[config.mk]
export PLATFORM = sky130hd
export DESIGN_NAME = skeleton
export DESIGN_NICKNAME = d
export VERILOG_FILES = /design/src/game_pkg.sv /design/src/game_ifs.sv /design/src/mmio.sv /design/src/vga_timing.sv /design/src/sprite_renderer.sv /design/src/skeleton.sv
export SDC_FILE = /design/constraint.sdc
export NUM_CORES = 1
export LEC_CHECK = 0
export BUFFER_PORTS_ARGS = -buffer_cell sky130_fd_sc_hd__buf_2
export CAP_MARGIN = 20
export CORE_UTILIZATION = 38
export CTS_BUF_LIST = sky130_fd_sc_hd__clkbuf_4 sky130_fd_sc_hd__clkbuf_8
export CTS_CLUSTER_SIZE = 28
export DETAILED_ROUTE_END_ITERATION = 8
export PLACE_DENSITY_LB_ADDON = 0.15
export SYNTH_ARGS = -nofsm -noshare
export SYNTH_HDL_FRONTEND = slang
export SYNTH_SLANG_ARGS = --single-unit
[constraint.sdc]
create_clock -name clock -period 7.66 [get_ports clock]
set_clock_uncertainty 0.1 [all_clocks]
set_input_delay 1.532 -clock clock [delete_from_list [all_inputs] [get_ports clock]]
set_output_delay 1.532 -clock clock [all_outputs]
set_load 0.02 [all_outputs]
[src/game_pkg.sv]
package game_pkg;

	// Bus widths
	typedef logic [12:0] bus_addr_t;           // Word address
	typedef logic [31:0] bus_data_t;           // Bus word

	// Screen and pixel types
	typedef logic [9:0]  coord_t;              // Pixel or line coordinate
	typedef logic [23:0] color_t;              // {red, green, blue}

	// Controller pin counts
	localparam int GPIO_IN_W  = 8;             // Controller inputs
	localparam int GPIO_OUT_W = 3;             // Output pins

	// Address map, word addresses
	localparam bus_addr_t ADDR_P1_POS   = 13'h1000; // x in 9..0, y in 25..16
	localparam bus_addr_t ADDR_P2_POS   = 13'h1001; // Same layout as p1
	localparam bus_addr_t ADDR_P1_COLOR = 13'h1002; // Color in 23..0
	localparam bus_addr_t ADDR_P2_COLOR = 13'h1003; // Same layout as p1
	localparam bus_addr_t ADDR_GPIO_IN  = 13'h1004; // Read only
	localparam bus_addr_t ADDR_GPIO_OUT = 13'h1005; // Pins in 2..0

	// Position word field positions
	localparam int POS_X_LSB = 0;              // x field
	localparam int POS_Y_LSB = 16;             // y field

	// Board background, dark blue
	localparam color_t BG_COLOR = 24'h102040;

endpackage

[src/game_ifs.sv]
`timescale 1ns/1ns

// Player state from the register block to the renderer
interface player_if import game_pkg::*; ();

	coord_t p1_x;                              // Player 1 box corner
	coord_t p1_y;
	coord_t p2_x;                              // Player 2 box corner
	coord_t p2_y;
	color_t p1_color;                          // Box fills
	color_t p2_color;

	modport src (
		output p1_x, p1_y, p2_x, p2_y,
		output p1_color, p2_color
	);

	modport dst (
		input p1_x, p1_y, p2_x, p2_y,
		input p1_color, p2_color
	);

endinterface

// Raster scan position and sync from the timing generator
interface scan_if import game_pkg::*; ();

	logic   hs;                                // Active low
	logic   vs;                                // Active low
	logic   active;                            // Visible area
	coord_t x;                                 // Valid while active
	coord_t y;

	modport gen (
		output hs, vs, active, x, y
	);

	// Read side, "use" is a reserved word
	modport user (
		input hs, vs, active, x, y
	);

endinterface

[src/mmio.sv]
`timescale 1ns/1ns

module mmio import game_pkg::*; (
	input  logic                  clock,
	input  logic                  reset,
	input  bus_addr_t             address,     // Word address from bus master
	input  bus_data_t             data_in,     // Write data
	input  logic                  wren,        // Write strobe
	input  logic [GPIO_IN_W-1:0]  gpio,        // Controller, asynchronous
	output bus_data_t             data_out,    // Read word, one cycle late
	output logic [GPIO_OUT_W-1:0] gpio_output, // Output pins
	player_if.src                 players
);

	coord_t p1_x, p1_y;                        // Player 1 position
	coord_t p2_x, p2_y;                        // Player 2 position
	color_t p1_color, p2_color;

	logic [GPIO_IN_W-1:0] gpio_s1;             // First sync stage
	logic [GPIO_IN_W-1:0] gpio_s2;             // Safe to read

	bus_data_t rd_word;                        // Mapped word for current address

	// Register writes
	always_ff @(posedge clock) begin
		if (reset) begin
			p1_x        <= '0;
			p1_y        <= '0;
			p2_x        <= '0;
			p2_y        <= '0;
			p1_color    <= '0;
			p2_color    <= '0;
			gpio_output <= '0;
		end else if (wren) begin
			case (address)
				ADDR_P1_POS: begin
					p1_x <= data_in[POS_X_LSB +: 10];
					p1_y <= data_in[POS_Y_LSB +: 10];
				end
				ADDR_P2_POS: begin
					p2_x <= data_in[POS_X_LSB +: 10];
					p2_y <= data_in[POS_Y_LSB +: 10];
				end
				ADDR_P1_COLOR: p1_color    <= data_in[23:0];
				ADDR_P2_COLOR: p2_color    <= data_in[23:0];
				ADDR_GPIO_OUT: gpio_output <= data_in[GPIO_OUT_W-1:0];
				default: ;                         // gpio in and unmapped ignored
			endcase
		end
	end

	// Two flop synchronizer on controller pins
	always_ff @(posedge clock) begin
		if (reset) begin
			gpio_s1 <= '0;
			gpio_s2 <= '0;
		end else begin
			gpio_s1 <= gpio;
			gpio_s2 <= gpio_s1;
		end
	end

	// Read map
	always_comb begin
		rd_word = '0;                          // Unmapped reads zero
		case (address)
			ADDR_P1_POS: begin
				rd_word[POS_X_LSB +: 10] = p1_x;
				rd_word[POS_Y_LSB +: 10] = p1_y;
			end
			ADDR_P2_POS: begin
				rd_word[POS_X_LSB +: 10] = p2_x;
				rd_word[POS_Y_LSB +: 10] = p2_y;
			end
			ADDR_P1_COLOR: rd_word[23:0]           = p1_color;
			ADDR_P2_COLOR: rd_word[23:0]           = p2_color;
			ADDR_GPIO_IN:  rd_word[GPIO_IN_W-1:0]  = gpio_s2;
			ADDR_GPIO_OUT: rd_word[GPIO_OUT_W-1:0] = gpio_output;
			default: ;
		endcase
	end

	// Registered read, sees pre-write value on same cycle
	always_ff @(posedge clock) begin
		if (reset)
			data_out <= '0;
		else
			data_out <= rd_word;
	end

	assign players.p1_x     = p1_x;
	assign players.p1_y     = p1_y;
	assign players.p2_x     = p2_x;
	assign players.p2_y     = p2_y;
	assign players.p1_color = p1_color;
	assign players.p2_color = p2_color;

endmodule

[src/vga_timing.sv]
`timescale 1ns/1ns

module vga_timing import game_pkg::*; #(
	parameter int H_ACTIVE = 640,
	parameter int H_FRONT  = 16,
	parameter int H_SYNC   = 96,
	parameter int H_BACK   = 48,
	parameter int V_ACTIVE = 480,
	parameter int V_FRONT  = 10,
	parameter int V_SYNC   = 2,
	parameter int V_BACK   = 33
) (
	input  logic clock,
	input  logic reset,
	scan_if.gen  scan
);

	localparam int H_TOTAL = H_ACTIVE + H_FRONT + H_SYNC + H_BACK; // Clocks per line
	localparam int V_TOTAL = V_ACTIVE + V_FRONT + V_SYNC + V_BACK; // Lines per frame
	localparam int HW = $clog2(H_TOTAL);
	localparam int VW = $clog2(V_TOTAL);

	typedef enum logic [1:0] {ACTIVE, FRONT, SYNC, BACK} phase_e;

	logic [HW-1:0] h_cnt, h_cnt_n;             // Pixel within line
	logic [VW-1:0] v_cnt, v_cnt_n;             // Line within frame
	logic          line_end, frame_end;
	phase_e        h_phase_n, v_phase_n;       // Phases of next position

	// Phase of a count, phases in line order
	function automatic phase_e phase_of(input int cnt, input int act, input int fp,
		input int sw);
		if (cnt < act)
			return ACTIVE;
		else if (cnt < act + fp)
			return FRONT;
		else if (cnt < act + fp + sw)
			return SYNC;
		else
			return BACK;
	endfunction

	always_comb begin
		line_end  = (h_cnt == HW'(H_TOTAL - 1));
		frame_end = (v_cnt == VW'(V_TOTAL - 1));
		h_cnt_n   = line_end ? '0 : h_cnt + 1'b1;
		if (line_end)
			v_cnt_n = frame_end ? '0 : v_cnt + 1'b1; // Wrap to first line
		else
			v_cnt_n = v_cnt;
		h_phase_n = phase_of(int'(h_cnt_n), H_ACTIVE, H_FRONT, H_SYNC);
		v_phase_n = phase_of(int'(v_cnt_n), V_ACTIVE, V_FRONT, V_SYNC);
	end

	// Outputs decoded from next counts so they line up with counters
	always_ff @(posedge clock) begin
		if (reset) begin
			h_cnt       <= '0;
			v_cnt       <= '0;
			scan.hs     <= 1'b1;               // Position 0,0 is visible
			scan.vs     <= 1'b1;
			scan.active <= 1'b1;
			scan.x      <= '0;
			scan.y      <= '0;
		end else begin
			h_cnt       <= h_cnt_n;
			v_cnt       <= v_cnt_n;
			scan.hs     <= (h_phase_n != SYNC);
			scan.vs     <= (v_phase_n != SYNC);
			scan.active <= (h_phase_n == ACTIVE) && (v_phase_n == ACTIVE);
			scan.x      <= coord_t'(h_cnt_n);
			scan.y      <= coord_t'(v_cnt_n);
		end
	end

endmodule

[src/sprite_renderer.sv]
`timescale 1ns/1ns

module sprite_renderer import game_pkg::*; #(
	parameter int PLAYER_SIZE = 16
) (
	input  logic       clock,
	input  logic       reset,
	scan_if.user       scan,
	player_if.dst      players,
	output logic       vga_hs,
	output logic       vga_vs,
	output logic       vga_blank,          // Active low
	output logic [7:0] vga_r,
	output logic [7:0] vga_g,
	output logic [7:0] vga_b
);

	logic   in_p1, in_p2;                      // Pixel inside a box
	color_t pix;                               // Color for this scan position

	// Half open box test, 11 bits so pos + size cannot wrap
	function automatic logic in_box(input coord_t px, input coord_t py,
		input coord_t bx, input coord_t by);
		logic hit_x, hit_y;
		hit_x = (px >= bx) && (11'(px) < 11'(bx) + 11'(PLAYER_SIZE));
		hit_y = (py >= by) && (11'(py) < 11'(by) + 11'(PLAYER_SIZE));
		return hit_x && hit_y;
	endfunction

	always_comb begin
		in_p1 = in_box(scan.x, scan.y, players.p1_x, players.p1_y);
		in_p2 = in_box(scan.x, scan.y, players.p2_x, players.p2_y);
		if (!scan.active)
			pix = '0;                          // Black in blanking
		else if (in_p1)
			pix = players.p1_color;            // Player 1 on top
		else if (in_p2)
			pix = players.p2_color;
		else
			pix = BG_COLOR;
	end

	// Color and sync registered together, one cycle behind scan
	always_ff @(posedge clock) begin
		if (reset) begin
			vga_hs    <= 1'b1;
			vga_vs    <= 1'b1;
			vga_blank <= 1'b0;
			vga_r     <= '0;
			vga_g     <= '0;
			vga_b     <= '0;
		end else begin
			vga_hs    <= scan.hs;
			vga_vs    <= scan.vs;
			vga_blank <= scan.active;
			vga_r     <= pix[23:16];
			vga_g     <= pix[15:8];
			vga_b     <= pix[7:0];
		end
	end

endmodule

[src/skeleton.sv]
`timescale 1ns/1ns

module skeleton import game_pkg::*; #(
	parameter int H_ACTIVE    = 640,
	parameter int H_FRONT     = 16,
	parameter int H_SYNC      = 96,
	parameter int H_BACK      = 48,
	parameter int V_ACTIVE    = 480,
	parameter int V_FRONT     = 10,
	parameter int V_SYNC      = 2,
	parameter int V_BACK      = 33,
	parameter int PLAYER_SIZE = 16
) (
	input  logic                  clock,
	input  logic                  reset,
	input  bus_addr_t             address,     // Data memory bus
	input  bus_data_t             data_in,
	input  logic                  wren,
	output bus_data_t             data_out,
	input  logic [GPIO_IN_W-1:0]  gpio,        // Controller inputs
	output logic [GPIO_OUT_W-1:0] gpio_output,
	output logic                  vga_hs,
	output logic                  vga_vs,
	output logic                  vga_blank,   // Active low
	output logic [7:0]            vga_r,
	output logic [7:0]            vga_g,
	output logic [7:0]            vga_b
);

	player_if players ();                      // Register block to renderer
	scan_if   scan ();                         // Timing to renderer

	mmio mmio_i (
		.clock       (clock),
		.reset       (reset),
		.address     (address),
		.data_in     (data_in),
		.wren        (wren),
		.gpio        (gpio),
		.data_out    (data_out),
		.gpio_output (gpio_output),
		.players     (players.src)
	);

	vga_timing #(
		.H_ACTIVE (H_ACTIVE), .H_FRONT (H_FRONT), .H_SYNC (H_SYNC), .H_BACK (H_BACK),
		.V_ACTIVE (V_ACTIVE), .V_FRONT (V_FRONT), .V_SYNC (V_SYNC), .V_BACK (V_BACK)
	) vga_timing_i (
		.clock (clock),
		.reset (reset),
		.scan  (scan.gen)
	);

	sprite_renderer #(
		.PLAYER_SIZE (PLAYER_SIZE)
	) sprite_renderer_i (
		.clock     (clock),
		.reset     (reset),
		.scan      (scan.user),
		.players   (players.dst),
		.vga_hs    (vga_hs),
		.vga_vs    (vga_vs),
		.vga_blank (vga_blank),
		.vga_r     (vga_r),
		.vga_g     (vga_g),
		.vga_b     (vga_b)
	);

endmodule

==> key figures <==
Power and ir drop
  – Leak Pwr: 3.91 nW
  – Logic pwr share: 0.062
  – Psw: about 480 uW
  – Worst VDD drop: 0.000106 V
  – Clk pwr share: 0.380
  – Internal power: between 1 and 1.5 mW
  – Pwr dens: ~170 mW/mm2
  – Switch share: 0.278
  – Tot Pwr: 1.72 mW
  – Sequential Power Share: 0.558

Detailed routing
  – Total Routed Length: 23600 um
  – Antenna-violating nets left: 0
  – Drt drc: 0
  – Initial drt markers: 435
  – Vias: 7590
  – Drt via density: ~5.2
  – DR WL/cell: 16.2 um
  – DR pass1 iterations: 5

Clock network
  – Root buffer cell: clkbuf_8
  – Worst-skew pair later-pin latency: approximately 0.47 ns
  – Num CTS Buffers: 17
  – H-tree Lvls: 4
  – Maximum clock insertion buffer count: 2
  – CTS resizes: 0
  – CTS clk-pin slew, worst paths: 0.11 ns
  – Post-CTS setup buffers: 0
  – CTS tree: done
  – Hold-fix buffer count after cts: 0
  – # clock sinks: 183

Synthesis
  – Post-synthesis mux area share: 0.0746
  – Share of the synthesized area in the top cell type: 0.399
  – Largest cells by area after synthesis: dfxtp_1, ha_1, mux2i_1
  – Most used DFF post-synth: dfxtp_1
  – Xor-xnor portion of the synthesized cell area: 0.0239
  – Syn Std Cell Area: 0.00918 mm2
  – Seq/Total Area, Yosys: 0.399
  – Synth Register Bits: between 150 and 200
  – Post-synth EDFFs: 0
  – Dominant cell type by area after synthesis: dfxtp_1
  – Mapped Cells: between 1k and 1.5k
  – Post-synthesis compound-gate area fraction: 0.136
  – Synth unique cells: 69
  – Synthesized-area fraction occupied by adder cells: 0.0968
  – Syn Area/Cell: 8.66 um2
  – Synth Area in Simple Gates: 0.212
  – Syn. warnings: 0
  – Fraction of registers with async set/reset: 0
  – Largest family of logic cells by synthesized area: simple AND/OR/NAND/NOR gates

STA
  – Max-slew headroom: 0.291
  – Fmax: around 250 MHz
  – Slew @ Worst Pin: between 1 and 1.5 ns
  – Count of final hold-check violations: 0
  – Fin Setup TNS: 0 ns
  – Crit share post-route: 0.522
  – RSZ-0062 raised after global routing: false
  – Max-slew violation count: 0
  – Final Setup Violations: 0
  – Final min period: 4.00 ns

Global routing
  – First-pass GRT wire length: 37500 um
  – Initial antenna violation count: 0
  – Vias in the first global route: roughly 7.1k
  – Global route overflow: 0
  – Total Routing Usage GR: 0.195
  – Largest net degree at the start of global routing: 74

Final layout
  – Nets: around 1.3k
  – Top Registers: mmio_i.data_out (26), mmio_i.players.p1_color (24), mmio_i.players.p2_color (24)
  – Most frequent cells in the layout: dfxtp_1, nand2_1, buf_2, nor2_1, a21oi_1
  – Commonest non-fill, non-tap cell in the layout: dfxtp_1
  – Ant diodes: 0
  – Share of post-route cells with drive strength above 1: 0.155
  – Max reg flops: 26
  – Largest reg by FF count: mmio_i.data_out
  – Area growth, synth to finish: 12.7%

Critical path
  – Worst setup SP type: input port
  – CP Capture Type: register
  – CP required: around 7.9 ns
  – Worst setup path category: input port to register
  – CP arrival: about 4.2 ns
  – CP Max Fanout: 29

Die
  – Core area: 0.0235 mm2
  – Die height: around 160 um
  – Die ar.: between 0.02 and 0.025 mm2
  – Num rows: 56
  – Initial Utilization: 0.390
  – Top Ports: ~120
  – Die width: 157 um

Flow run
  – MaxCap Viol Count: 0

Placed design
  – DPL Wire Length: 16400 um
  – Global placer's final weighted congestion: roughly 0.84
  – I/O Buffers: 105

Status
  – Status: complete, no violations

Worst hold path
  – Worst Hold Class: register to register
[worst max-delay path: stages]
cell     delay (ns)
buf_2          0.08
buf_4          0.40
and2_1         0.60
and2_1         0.51
nand2_1        0.71
nand2_1        0.27
a21oi_1        0.09
[power groups by stage]
| stage | clock (mW) | sequential, mW | combinational (mW) |
|---|---|---|---|
| finish | 0.655 | 0.961 | 0.107 |
| global route | 0.718 | 0.963 | 0.117 |
| CTS | 0.680 | 0.962 | 0.107 |
| detailed placement | 0 | 0.983 | 0.107 |
| global placement | 0 | 0.984 | 0.107 |
| floorplan | 0 | 0.984 | 0.0622 |
[final cells by class]
type | count | area [um2]
well taps | 319 | 399
fillers | 2439 | 13200
inverters | 51 | 191
flip-flops and latches | 183 | 3660
clock buffers | 18 | 248
repair buffers | 117 | 643
multi-input cells | 761 | 5040
clock inverters | 14 | 153
[final timing paths]
| path | cells past startpoint | to | startpoint | slack [ns] |
|---|---|---|---|---|
| worst max-delay path | 7 | mmio_i.players.p2_color[19] | address[0] | 3.66 |
| worst max register to register | 11 | sprite_renderer_i.vga_g[5] | mmio_i.players.p1_y[4] | 4.44 |
| worst min register to register | 1 | sprite_renderer_i.vga_vs | vga_timing_i.scan.vs | 0.32 |
| worst min-delay path | 1 | sprite_renderer_i.vga_vs | vga_timing_i.scan.vs | 0.32 |
[synthesized netlist by cell type, types with 3 or more instances]
cell	n
o21bai_1	4
or2_2	4
o21ai_0	22
nor4_4	3
ha_1	71
nand2b_1	7
a22oi_1	14
o21ai_1	20
a31o_2	3
and2_1	3
inv_1	50
o21a_1	6
xnor2_1	20
nand2_1	127
buf_2	20
mux4_2	5
mux2i_1	56
a222oi_1	3
a21oi_1	84
nor3b_1	3
a211oi_1	7
nor3_1	20
and3_1	7
nor2_1	103
clkbuf_1	35
nand4_1	27
nand3_1	45
xor2_1	5
or3_1	3
dfxtp_1	183
a221oi_1	10
a21o_1	5
a31oi_1	6
and4_1	3
nor4_1	3
buf_4	9
nor2b_1	21
[cells by family after synthesis]
group	Yosys count
muxes	62
DFF	183
adders and majority gates	71
and+or+nand+nor	394
AOI/OAI and AO/OA	203
other	1
xor gates and xnor gates	25
buffers and inverters	120
[stage by stage]
step	setup WS, ns	area [um2]	instances	util	hold WS [ns]
2_1_floorplan	4.39	9190	1064	-	0.289
3_3_place_gp	3.20	9900	1429	0.420	0.291
3_5_place_dp	3.17	9900	1429	0.420	0.293
4_1_cts	3.70	10300	1461	0.437	0.320
5_1_grt	3.49	10300	1463	0.439	0.352
6_report	3.66	10300	1463	0.439	0.318
[metal layers]
| metal | track usage | wire length [um] | up-vias |
|---|---|---|---|
| li1 | - | - | 3838 |
| met1 | 0.262 | 11300 | 3576 |
| met2 | 0.322 | 11200 | 164 |
| met3 | 0.0358 | 941 | 12 |
| met4 | 0.0472 | 218 | 0 |
| met5 | 0 | 0 | - |
Power figures use the tool's default switching activity.
